File: config.mk
export PLATFORM = sky130hd
export DESIGN_NAME = dcache_write_back
export DESIGN_NICKNAME = d
export VERILOG_FILES = /design/src/dcache_wb_pkg.sv /design/src/evict_queue.sv /design/src/write_channel.sv /design/src/write_resp_monitor.sv /design/src/dcache_write_back.sv
export SDC_FILE = /design/constraint.sdc
export NUM_CORES = 1
export LEC_CHECK = 0
export ABC_AREA = 1
export BUFFER_PORTS_ARGS = -buffer_cell sky130_fd_sc_hd__buf_2
export CORE_ASPECT_RATIO = 0.8
export CORE_MARGIN = 3
export CORE_UTILIZATION = 61
export CTS_BUF_LIST = sky130_fd_sc_hd__clkbuf_8
export DETAILED_ROUTE_END_ITERATION = 10
export MAX_ROUTING_LAYER = met4
export PLACE_DENSITY_LB_ADDON = 0.2
export SLEW_MARGIN = 20
export SYNTH_ARGS = -nofsm -noshare
export SYNTH_HDL_FRONTEND = slang
export SYNTH_SLANG_ARGS = --single-unit
File: constraint.sdc
create_clock -name clk -period 10.03 [get_ports clk]
set_input_delay 1.003 -clock clk [delete_from_list [all_inputs] [get_ports clk]]
set_output_delay 1.003 -clock clk [all_outputs]
set_load 0.05 [all_outputs]
File: src/dcache_wb_pkg.sv
package dcache_wb_pkg;

    // front-end address and data geometry
    localparam int FE_ADDR_W   = 32;
    localparam int WORD_W      = 32;   // cache word, also the AXI data width
    localparam int NBYTES      = WORD_W / 8;
    localparam int BYTE_OFF_W  = 2;
    localparam int WORD_OFF_W  = 2;    // four words per line
    localparam int LINE_W      = WORD_W * (2 ** WORD_OFF_W);
    localparam int LINE_ADDR_W = FE_ADDR_W - BYTE_OFF_W - WORD_OFF_W;

    // beats per burst, log2
    localparam int LINE2MEM_W = 2;

    // fixed AXI write attributes
    localparam int                  AXI_ID_W       = 1;
    localparam logic [AXI_ID_W-1:0] AXI_ID         = '0;
    localparam logic [7:0]          AXI_LEN        = 8'((2 ** LINE2MEM_W) - 1);
    localparam logic [2:0]          AXI_SIZE       = 3'd2;  // 4 bytes per beat
    localparam logic [1:0]          AXI_BURST_INCR = 2'b01;
    localparam logic [3:0]          AXI_CACHE      = 4'b0011;
    localparam logic [1:0]          RESP_OKAY      = 2'b00;

    // evicted line buffering
    localparam int QUEUE_DEPTH = 4;
    localparam int QUEUE_PTR_W = 2;

    // statistics counters
    localparam int CNT_W = 16;

    // write channel FSM encoding
    localparam logic [1:0] ST_IDLE  = 2'd0;
    localparam logic [1:0] ST_ADDR  = 2'd1;
    localparam logic [1:0] ST_WRITE = 2'd2;
    localparam logic [1:0] ST_RESP  = 2'd3;

endpackage

File: src/evict_queue.sv
`timescale 1ns/1ns

module evict_queue
    import dcache_wb_pkg::*;
(
    input  logic                   clk,
    input  logic                   reset,

    // from the cache core
    input  logic                   evict_valid,
    input  logic [LINE_ADDR_W-1:0] evict_addr,
    input  logic [LINE_W-1:0]      evict_line,
    output logic                   evict_ready,

    // towards the write channel
    output logic                   valid,
    output logic [LINE_ADDR_W-1:0] addr,
    output logic [LINE_W-1:0]      wdata,
    input  logic                   ready
);

    logic [LINE_ADDR_W-1:0] addr_mem [QUEUE_DEPTH];
    logic [LINE_W-1:0]      line_mem [QUEUE_DEPTH];

    logic [QUEUE_PTR_W-1:0] wr_ptr;
    logic [QUEUE_PTR_W-1:0] rd_ptr;
    logic [QUEUE_PTR_W:0]   count;   // one extra bit to tell full from empty

    logic push;
    logic pop;

    assign evict_ready = (count != (QUEUE_PTR_W+1)'(QUEUE_DEPTH));
    assign valid       = (count != '0);

    assign push = evict_valid & evict_ready;
    assign pop  = valid & ready;

    // head entry, held until the write channel reports success
    assign addr  = addr_mem[rd_ptr];
    assign wdata = line_mem[rd_ptr];

    always_ff @(posedge clk) begin
        if (push) begin
            addr_mem[wr_ptr] <= evict_addr;
            line_mem[wr_ptr] <= evict_line;
        end
    end

    // pointers wrap on their own since the depth is a power of two
    always_ff @(posedge clk or posedge reset) begin
        if (reset) begin
            wr_ptr <= '0;
            rd_ptr <= '0;
            count  <= '0;
        end else begin
            if (push) begin
                wr_ptr <= wr_ptr + 1'b1;
            end
            if (pop) begin
                rd_ptr <= rd_ptr + 1'b1;
            end
            case ({push, pop})
                2'b10:   count <= count + 1'b1;
                2'b01:   count <= count - 1'b1;
                default: count <= count;   // both or neither
            endcase
        end
    end

endmodule

File: src/write_channel.sv
`timescale 1ns/1ns

module write_channel
    import dcache_wb_pkg::*;
(
    input  logic                   clk,
    input  logic                   reset,

    // head of the evict queue
    input  logic                   valid,
    input  logic [LINE_ADDR_W-1:0] addr,
    input  logic [LINE_W-1:0]      wdata,
    output logic                   ready,

    // AW channel
    output logic                   awvalid,
    output logic [FE_ADDR_W-1:0]   awaddr,
    output logic [7:0]             awlen,
    output logic [2:0]             awsize,
    output logic [1:0]             awburst,
    output logic [0:0]             awlock,
    output logic [3:0]             awcache,
    output logic [2:0]             awprot,
    output logic [3:0]             awqos,
    output logic [AXI_ID_W-1:0]    awid,
    input  logic                   awready,

    // W channel
    output logic                   wvalid,
    output logic [WORD_W-1:0]      wdata_axi,
    output logic [NBYTES-1:0]      wstrb,
    output logic                   wlast,
    input  logic                   wready,

    // B channel
    input  logic                   bvalid,
    input  logic [1:0]             bresp,
    output logic                   bready
);

    logic [1:0]            state;
    logic [LINE2MEM_W-1:0] word_cnt;
    logic                  last_word;
    logic                  resp_ok;

    // fixed burst attributes
    assign awid    = AXI_ID;
    assign awlen   = AXI_LEN;
    assign awsize  = AXI_SIZE;
    assign awburst = AXI_BURST_INCR;
    assign awlock  = 1'b0;
    assign awcache = AXI_CACHE;
    assign awprot  = 3'd0;
    assign awqos   = 4'd0;

    // line aligned burst start, word and byte offsets zero
    assign awaddr = {addr, {(WORD_OFF_W + BYTE_OFF_W){1'b0}}};

    // full-line writes only
    assign wstrb     = {NBYTES{1'b1}};
    assign wdata_axi = wdata[word_cnt*WORD_W +: WORD_W];   // word 0 goes first

    assign last_word = &word_cnt;
    assign resp_ok   = (bresp == RESP_OKAY);

    always_ff @(posedge clk or posedge reset) begin
        if (reset) begin
            state    <= ST_IDLE;
            word_cnt <= '0;
        end else begin
            case (state)
                ST_IDLE: begin
                    if (valid) begin
                        state <= ST_ADDR;
                    end
                end

                ST_ADDR: begin
                    word_cnt <= '0;   // fresh count for every burst, retries too
                    if (awready) begin
                        state <= ST_WRITE;
                    end
                end

                ST_WRITE: begin
                    if (wready) begin
                        if (last_word) begin
                            state <= ST_RESP;
                        end else begin
                            word_cnt <= word_cnt + 1'b1;
                        end
                    end
                end

                ST_RESP: begin
                    // an error keeps the line and sends the whole burst again
                    if (bvalid) begin
                        state <= resp_ok ? ST_IDLE : ST_ADDR;
                    end
                end

                default: state <= ST_IDLE;
            endcase
        end
    end

    // handshake outputs decoded from the state register
    always_comb begin
        awvalid = 1'b0;
        wvalid  = 1'b0;
        bready  = 1'b0;
        ready   = 1'b0;
        case (state)
            ST_ADDR:  awvalid = 1'b1;
            ST_WRITE: wvalid  = 1'b1;
            ST_RESP: begin
                bready = 1'b1;
                ready  = bvalid & resp_ok;   // pops the queue head
            end
            default: ;
        endcase
    end

    assign wlast = wvalid & last_word;

endmodule

File: src/write_resp_monitor.sv
`timescale 1ns/1ns

module write_resp_monitor
    import dcache_wb_pkg::*;
(
    input  logic             clk,
    input  logic             reset,

    // observed B channel
    input  logic             bvalid,
    input  logic             bready,
    input  logic [1:0]       bresp,

    // completion and error statistics for the cache core
    output logic             line_done,
    output logic [CNT_W-1:0] lines_written,
    output logic [CNT_W-1:0] retry_count
);

    logic b_hs;
    logic b_ok;
    logic b_err;

    assign b_hs  = bvalid & bready;
    assign b_ok  = b_hs & (bresp == RESP_OKAY);
    assign b_err = b_hs & (bresp != RESP_OKAY);   // SLVERR or DECERR

    always_ff @(posedge clk or posedge reset) begin
        if (reset) begin
            line_done     <= 1'b0;
            lines_written <= '0;
            retry_count   <= '0;
        end else begin
            line_done <= b_ok;   // one cycle after the OKAY handshake
            if (b_ok) begin
                lines_written <= lines_written + 1'b1;
            end
            if (b_err) begin
                retry_count <= retry_count + 1'b1;
            end
        end
    end

endmodule

File: src/dcache_write_back.sv
`timescale 1ns/1ns

module dcache_write_back
    import dcache_wb_pkg::*;
(
    input  logic                   clk,
    input  logic                   reset,

    // evicted lines from the cache core
    input  logic                   evict_valid,
    input  logic [LINE_ADDR_W-1:0] evict_addr,
    input  logic [LINE_W-1:0]      evict_line,
    output logic                   evict_ready,

    // statistics
    output logic                   line_done,
    output logic [CNT_W-1:0]       lines_written,
    output logic [CNT_W-1:0]       retry_count,

    // AXI4 write address
    output logic                   axi_awvalid,
    output logic [FE_ADDR_W-1:0]   axi_awaddr,
    output logic [7:0]             axi_awlen,
    output logic [2:0]             axi_awsize,
    output logic [1:0]             axi_awburst,
    output logic [0:0]             axi_awlock,
    output logic [3:0]             axi_awcache,
    output logic [2:0]             axi_awprot,
    output logic [3:0]             axi_awqos,
    output logic [AXI_ID_W-1:0]    axi_awid,
    input  logic                   axi_awready,

    // AXI4 write data
    output logic                   axi_wvalid,
    output logic [WORD_W-1:0]      axi_wdata,
    output logic [NBYTES-1:0]      axi_wstrb,
    output logic                   axi_wlast,
    input  logic                   axi_wready,

    // AXI4 write response
    input  logic                   axi_bvalid,
    input  logic [1:0]             axi_bresp,
    output logic                   axi_bready
);

    logic                   q_valid;
    logic [LINE_ADDR_W-1:0] q_addr;
    logic [LINE_W-1:0]      q_line;
    logic                   q_ready;   // pulse on OKAY, pops the head

    evict_queue u_evict_queue (
        .clk         (clk),
        .reset       (reset),
        .evict_valid (evict_valid),
        .evict_addr  (evict_addr),
        .evict_line  (evict_line),
        .evict_ready (evict_ready),
        .valid       (q_valid),
        .addr        (q_addr),
        .wdata       (q_line),
        .ready       (q_ready)
    );

    write_channel u_write_channel (
        .clk       (clk),
        .reset     (reset),
        .valid     (q_valid),
        .addr      (q_addr),
        .wdata     (q_line),
        .ready     (q_ready),
        .awvalid   (axi_awvalid),
        .awaddr    (axi_awaddr),
        .awlen     (axi_awlen),
        .awsize    (axi_awsize),
        .awburst   (axi_awburst),
        .awlock    (axi_awlock),
        .awcache   (axi_awcache),
        .awprot    (axi_awprot),
        .awqos     (axi_awqos),
        .awid      (axi_awid),
        .awready   (axi_awready),
        .wvalid    (axi_wvalid),
        .wdata_axi (axi_wdata),
        .wstrb     (axi_wstrb),
        .wlast     (axi_wlast),
        .wready    (axi_wready),
        .bvalid    (axi_bvalid),
        .bresp     (axi_bresp),
        .bready    (axi_bready)
    );

    // snoops the B channel on the bus side
    write_resp_monitor u_write_resp_monitor (
        .clk           (clk),
        .reset         (reset),
        .bvalid        (axi_bvalid),
        .bready        (axi_bready),
        .bresp         (axi_bresp),
        .line_done     (line_done),
        .lines_written (lines_written),
        .retry_count   (retry_count)
    );

endmodule

==> impl_results.md <==
- Power per cell area: 304.4 nW/µm²
- Via count: 17900
- Total global-route track usage: 29.07%
- Placed instance area: 28870 µm²
- Seq. cell area: 19850 µm²
- DR vias/cell: 5.565
- Register clock-pin slew on the reported worst setup and hold paths: 60 ps
- Leading area contributor after synthesis: edfxtp_1
- P_leak: 11.84 nW
- Rel. slew slack: 25.82%
- Reg-to-reg critical path endpoint: u_evict_queue.line_mem[3][44]$_DFFE_PP_
- CTS tree: done
- RSZ-0062 raised after global routing: false
- Reg-to-reg setup timing slack: 6700 ps
- Post-synth top flop: edfxtp_1
- Worst slew pin tran: 1113 ps
- CTS sink cnt: 668
- Drt first-iter violations: 2087
- Post-route DRC violation count: 0
- CP max stage delay: 910 ps
- Endpoint type of the worst setup path: output pin
- FF-to-FF Start: u_evict_queue.count[0]$_DFFE_PP0P_
- Synthesized area per cell: 12.21 µm²
- Ranking of synthesized cells by area: edfxtp_1 69%, nand2_1 4.8%, nor2_1 4.1%
- Max VDD drop: 0.2657 mV
- Final Power: 0.009364 W
- Seq cells post-synth: 668
- Number of global-route vias before repair: 17380
- Num ports: 296
- Async set-reset flop share out of synthesis: 6.587%
- Placer Congestion: 0.9074
- Area grow syn2layout: 12.47%
- Post-Syn Area: 27350 µm²
- XOR/XNOR Fraction of Synth Area: 0.7046%
- CP max-delay cell: buf_4
- Layout cell share with drive strength beyond 1: 16.32%
- Largest net degree at the start of global routing: 231
- Crit-path cells: buf_12 -> buf_4 -> nor2_1 -> nor2_1 -> o21ai_0 -> nand3_1 -> nand3_1 -> nand2_1 -> buf_2
- Max Fclk: 187.6 MHz
- Setup crit start kind: flip-flop
- Yosys cell types: 30
- Die Footprint: 47420 µm²
- Compound-Gate Fraction of Synth Area: 7.124%
- R2r worst-path depth: 6
- Final #Nets: 2674
- CP max FO: 230
- Pins over their slew limit: 0
- Post-DRT Antenna Nets: 0
- Final period utilization: 53.15%
- Max Cap Violations: 0
- Worst Path Required: 9030 ps
- Post-synth EDFFs: 624
- Clock Path Buffers: 3
- CP Class: reg2out
- Root buffer cell: clkbuf_8
- Multi-input gate area: 6156 µm²
- PortBufs: 261
- CTS-repair resized insts: 0
- Synth warn: 0
- Starting Density: 62.53%
- Filler Cell Count: 3044
- Initial antenna violation count: 52
- Status: complete, no violations
- Hold Crit Class: in2async
- Row count: 68
- Die height: 195.4 µm
- Synth Area in Adders: 0.6680%
- Area share of the largest cell type after synthesis: 68.52%
- Mux share of post-synthesis cell area: 0%
- Largest family of logic cells by synthesized area: simple AND/OR/NAND/NOR gates
- Simple-gate share of the synthesized area: 13.44%
- Total CTS buffers: 99
- Number of hold violations in the final report: 0
- Fin area: 30760 µm²
- Drt total wl: 66.58 mm
- Global-route wire length before repair: 101.3 mm
- Core ar.: 43730 µm²
- Die X: 242.7 µm
- Post-synthesis sequential area ratio: 72.55%
- Hold Buf Count CTS: 0
- # setup viols final: 0
- Setup_tns: 0 ps
- H-tree levels: 3
- Final HPWL DP: 38.82 mm
- Postcts setup bufs: 0
- CP arrival: 4330 ps
- Grt ovf: 0
- DRT Pass-1 Iters: 5
- Clock Skew: 16.43 ps
- Crit path time final: 5331 ps
- Clock latency on the worst-skew pair: 680 ps
- Post-Syn Instances: 2240
- WL per Instance: 20.70 µm
[synth_stat cells (all sizes together) (5+ instances only)]
| cell type | instances |
|---|---|
| nand2 | 353 |
| inv | 167 |
| clkbuf | 42 |
| nand3 | 213 |
| nand4 | 11 |
| o211ai | 117 |
| nor3 | 5 |
| a21oi | 5 |
| o22ai | 29 |
| xor2 | 12 |
| ha | 13 |
| xnor2 | 10 |
| dfrtp | 44 |
| o21ai | 171 |
| nor2 | 301 |
| edfxtp | 624 |
| buf | 116 |
[logic make-up (layout without fill, tap and decap cells)]
group,Yosys count,after routing
AOI/OAI and AO/OA,323,323
xor gates and xnor gates,22,22
adders and majority gates,14,14
buffers and inverters,325,626
DFF,668,668
other,2,83
and+or+nand+nor,886,886
[layout by cell type (no fill, tap or decap), types with 3 or more instances in the layout]
cell      synthesis  layout
o21ai_1          11      11
buf_2            59     261
inv_8             0       3
o22ai_1          29      29
dfrtp_1          44      40
o21ai_0         160     160
nor2_1          296     292
nand2_1         351     351
inv_1           165     203
edfxtp_1        624     624
ha_1             13      13
clkinv_1          0      19
o211ai_1        117     117
xor2_1           12      12
a21oi_1           5       5
xnor2_1          10      10
nor2_4            3       7
clkinv_2          0      10
nor3_1            5       5
nand3b_1          3       3
diode_2           0      49
clkbuf_8          0     106
conb_1            2      34
buf_4            46      18
nand4_1          11      11
nand3_1         212     212
[sequential cells by signal, indices dropped and copies added (netlist names)]
name,cells
u_evict_queue.wr_ptr,2
u_write_resp_monitor.retry_count,16
u_write_resp_monitor.line_done,1
u_write_resp_monitor.lines_written,16
u_evict_queue.line_mem,512
u_evict_queue.rd_ptr,2
u_write_channel.state,2
u_write_channel.word_cnt,2
u_evict_queue.addr_mem,112
u_evict_queue.count,3
[power by group]
part | switching (W) | internal (W)
Combinational | 0.00277 | 0.000833
Sequential | 0.000159 | 0.00363
Clock | 0.00100 | 0.000973
[how the worst max path moves through the flow]
| stage | from | to | slack, ps |
|---|---|---|---|
| floorplan | evict_valid | u_evict_queue.addr_mem[0][0]$_DFFE_PP_ | 1650 |
| global placement | u_evict_queue.rd_ptr[0]$_DFFE_PP0P_ | axi_wdata[3] | 5640 |
| detailed placement | u_evict_queue.rd_ptr[0]$_DFFE_PP0P_ | axi_wdata[21] | 5580 |
| CTS | u_evict_queue.rd_ptr[0]$_DFFE_PP0P_ | axi_wdata[21] | 4820 |
| global route | u_evict_queue.rd_ptr[0]$_DFFE_PP0P_ | axi_wdata[16] | 4470 |
| finish | u_evict_queue.rd_ptr[0]$_DFFE_PP0P_ | axi_wdata[21] | 4700 |
[critical path: cells and delay by family (launching register included)]
kind            cells  cell delay [ps]
compound gates      1              100
flops               1              680
simple gates        5              730
buf+inv             3             1870
[through the flow]
step	hold slack, ps	setup slack, ps	util, %	cells
after detailed placement	454.9	5581	66.02	2990
after global placement	458.2	5641	66.02	2990
after global routing	482.9	4466	70.27	3207
final	465.7	4699	70.33	3217
after CTS	435.8	4819	70.05	3168
after floorplan	437.5	1649	-	2272
[per-layer routing]
metal  track usage, %  wire (µm)
met1            39.72      27460
met2            40.34      29700
met3            10.91       7944
met4            10.33       1475
met5                -          0
[cell type report]
type                    instances  share of cell area, %
diodes                         49                 0.3987
clock buffers                 106                  4.743
clock inverters                72                 0.9885
inverters                     167                  2.083
multi-input cells            1279                  20.01
flip-flops and latches        668                  64.53
well taps                     595                  2.420
repair buffers                281                  4.817
Note: power is estimated with default switching activity, not from simulation.
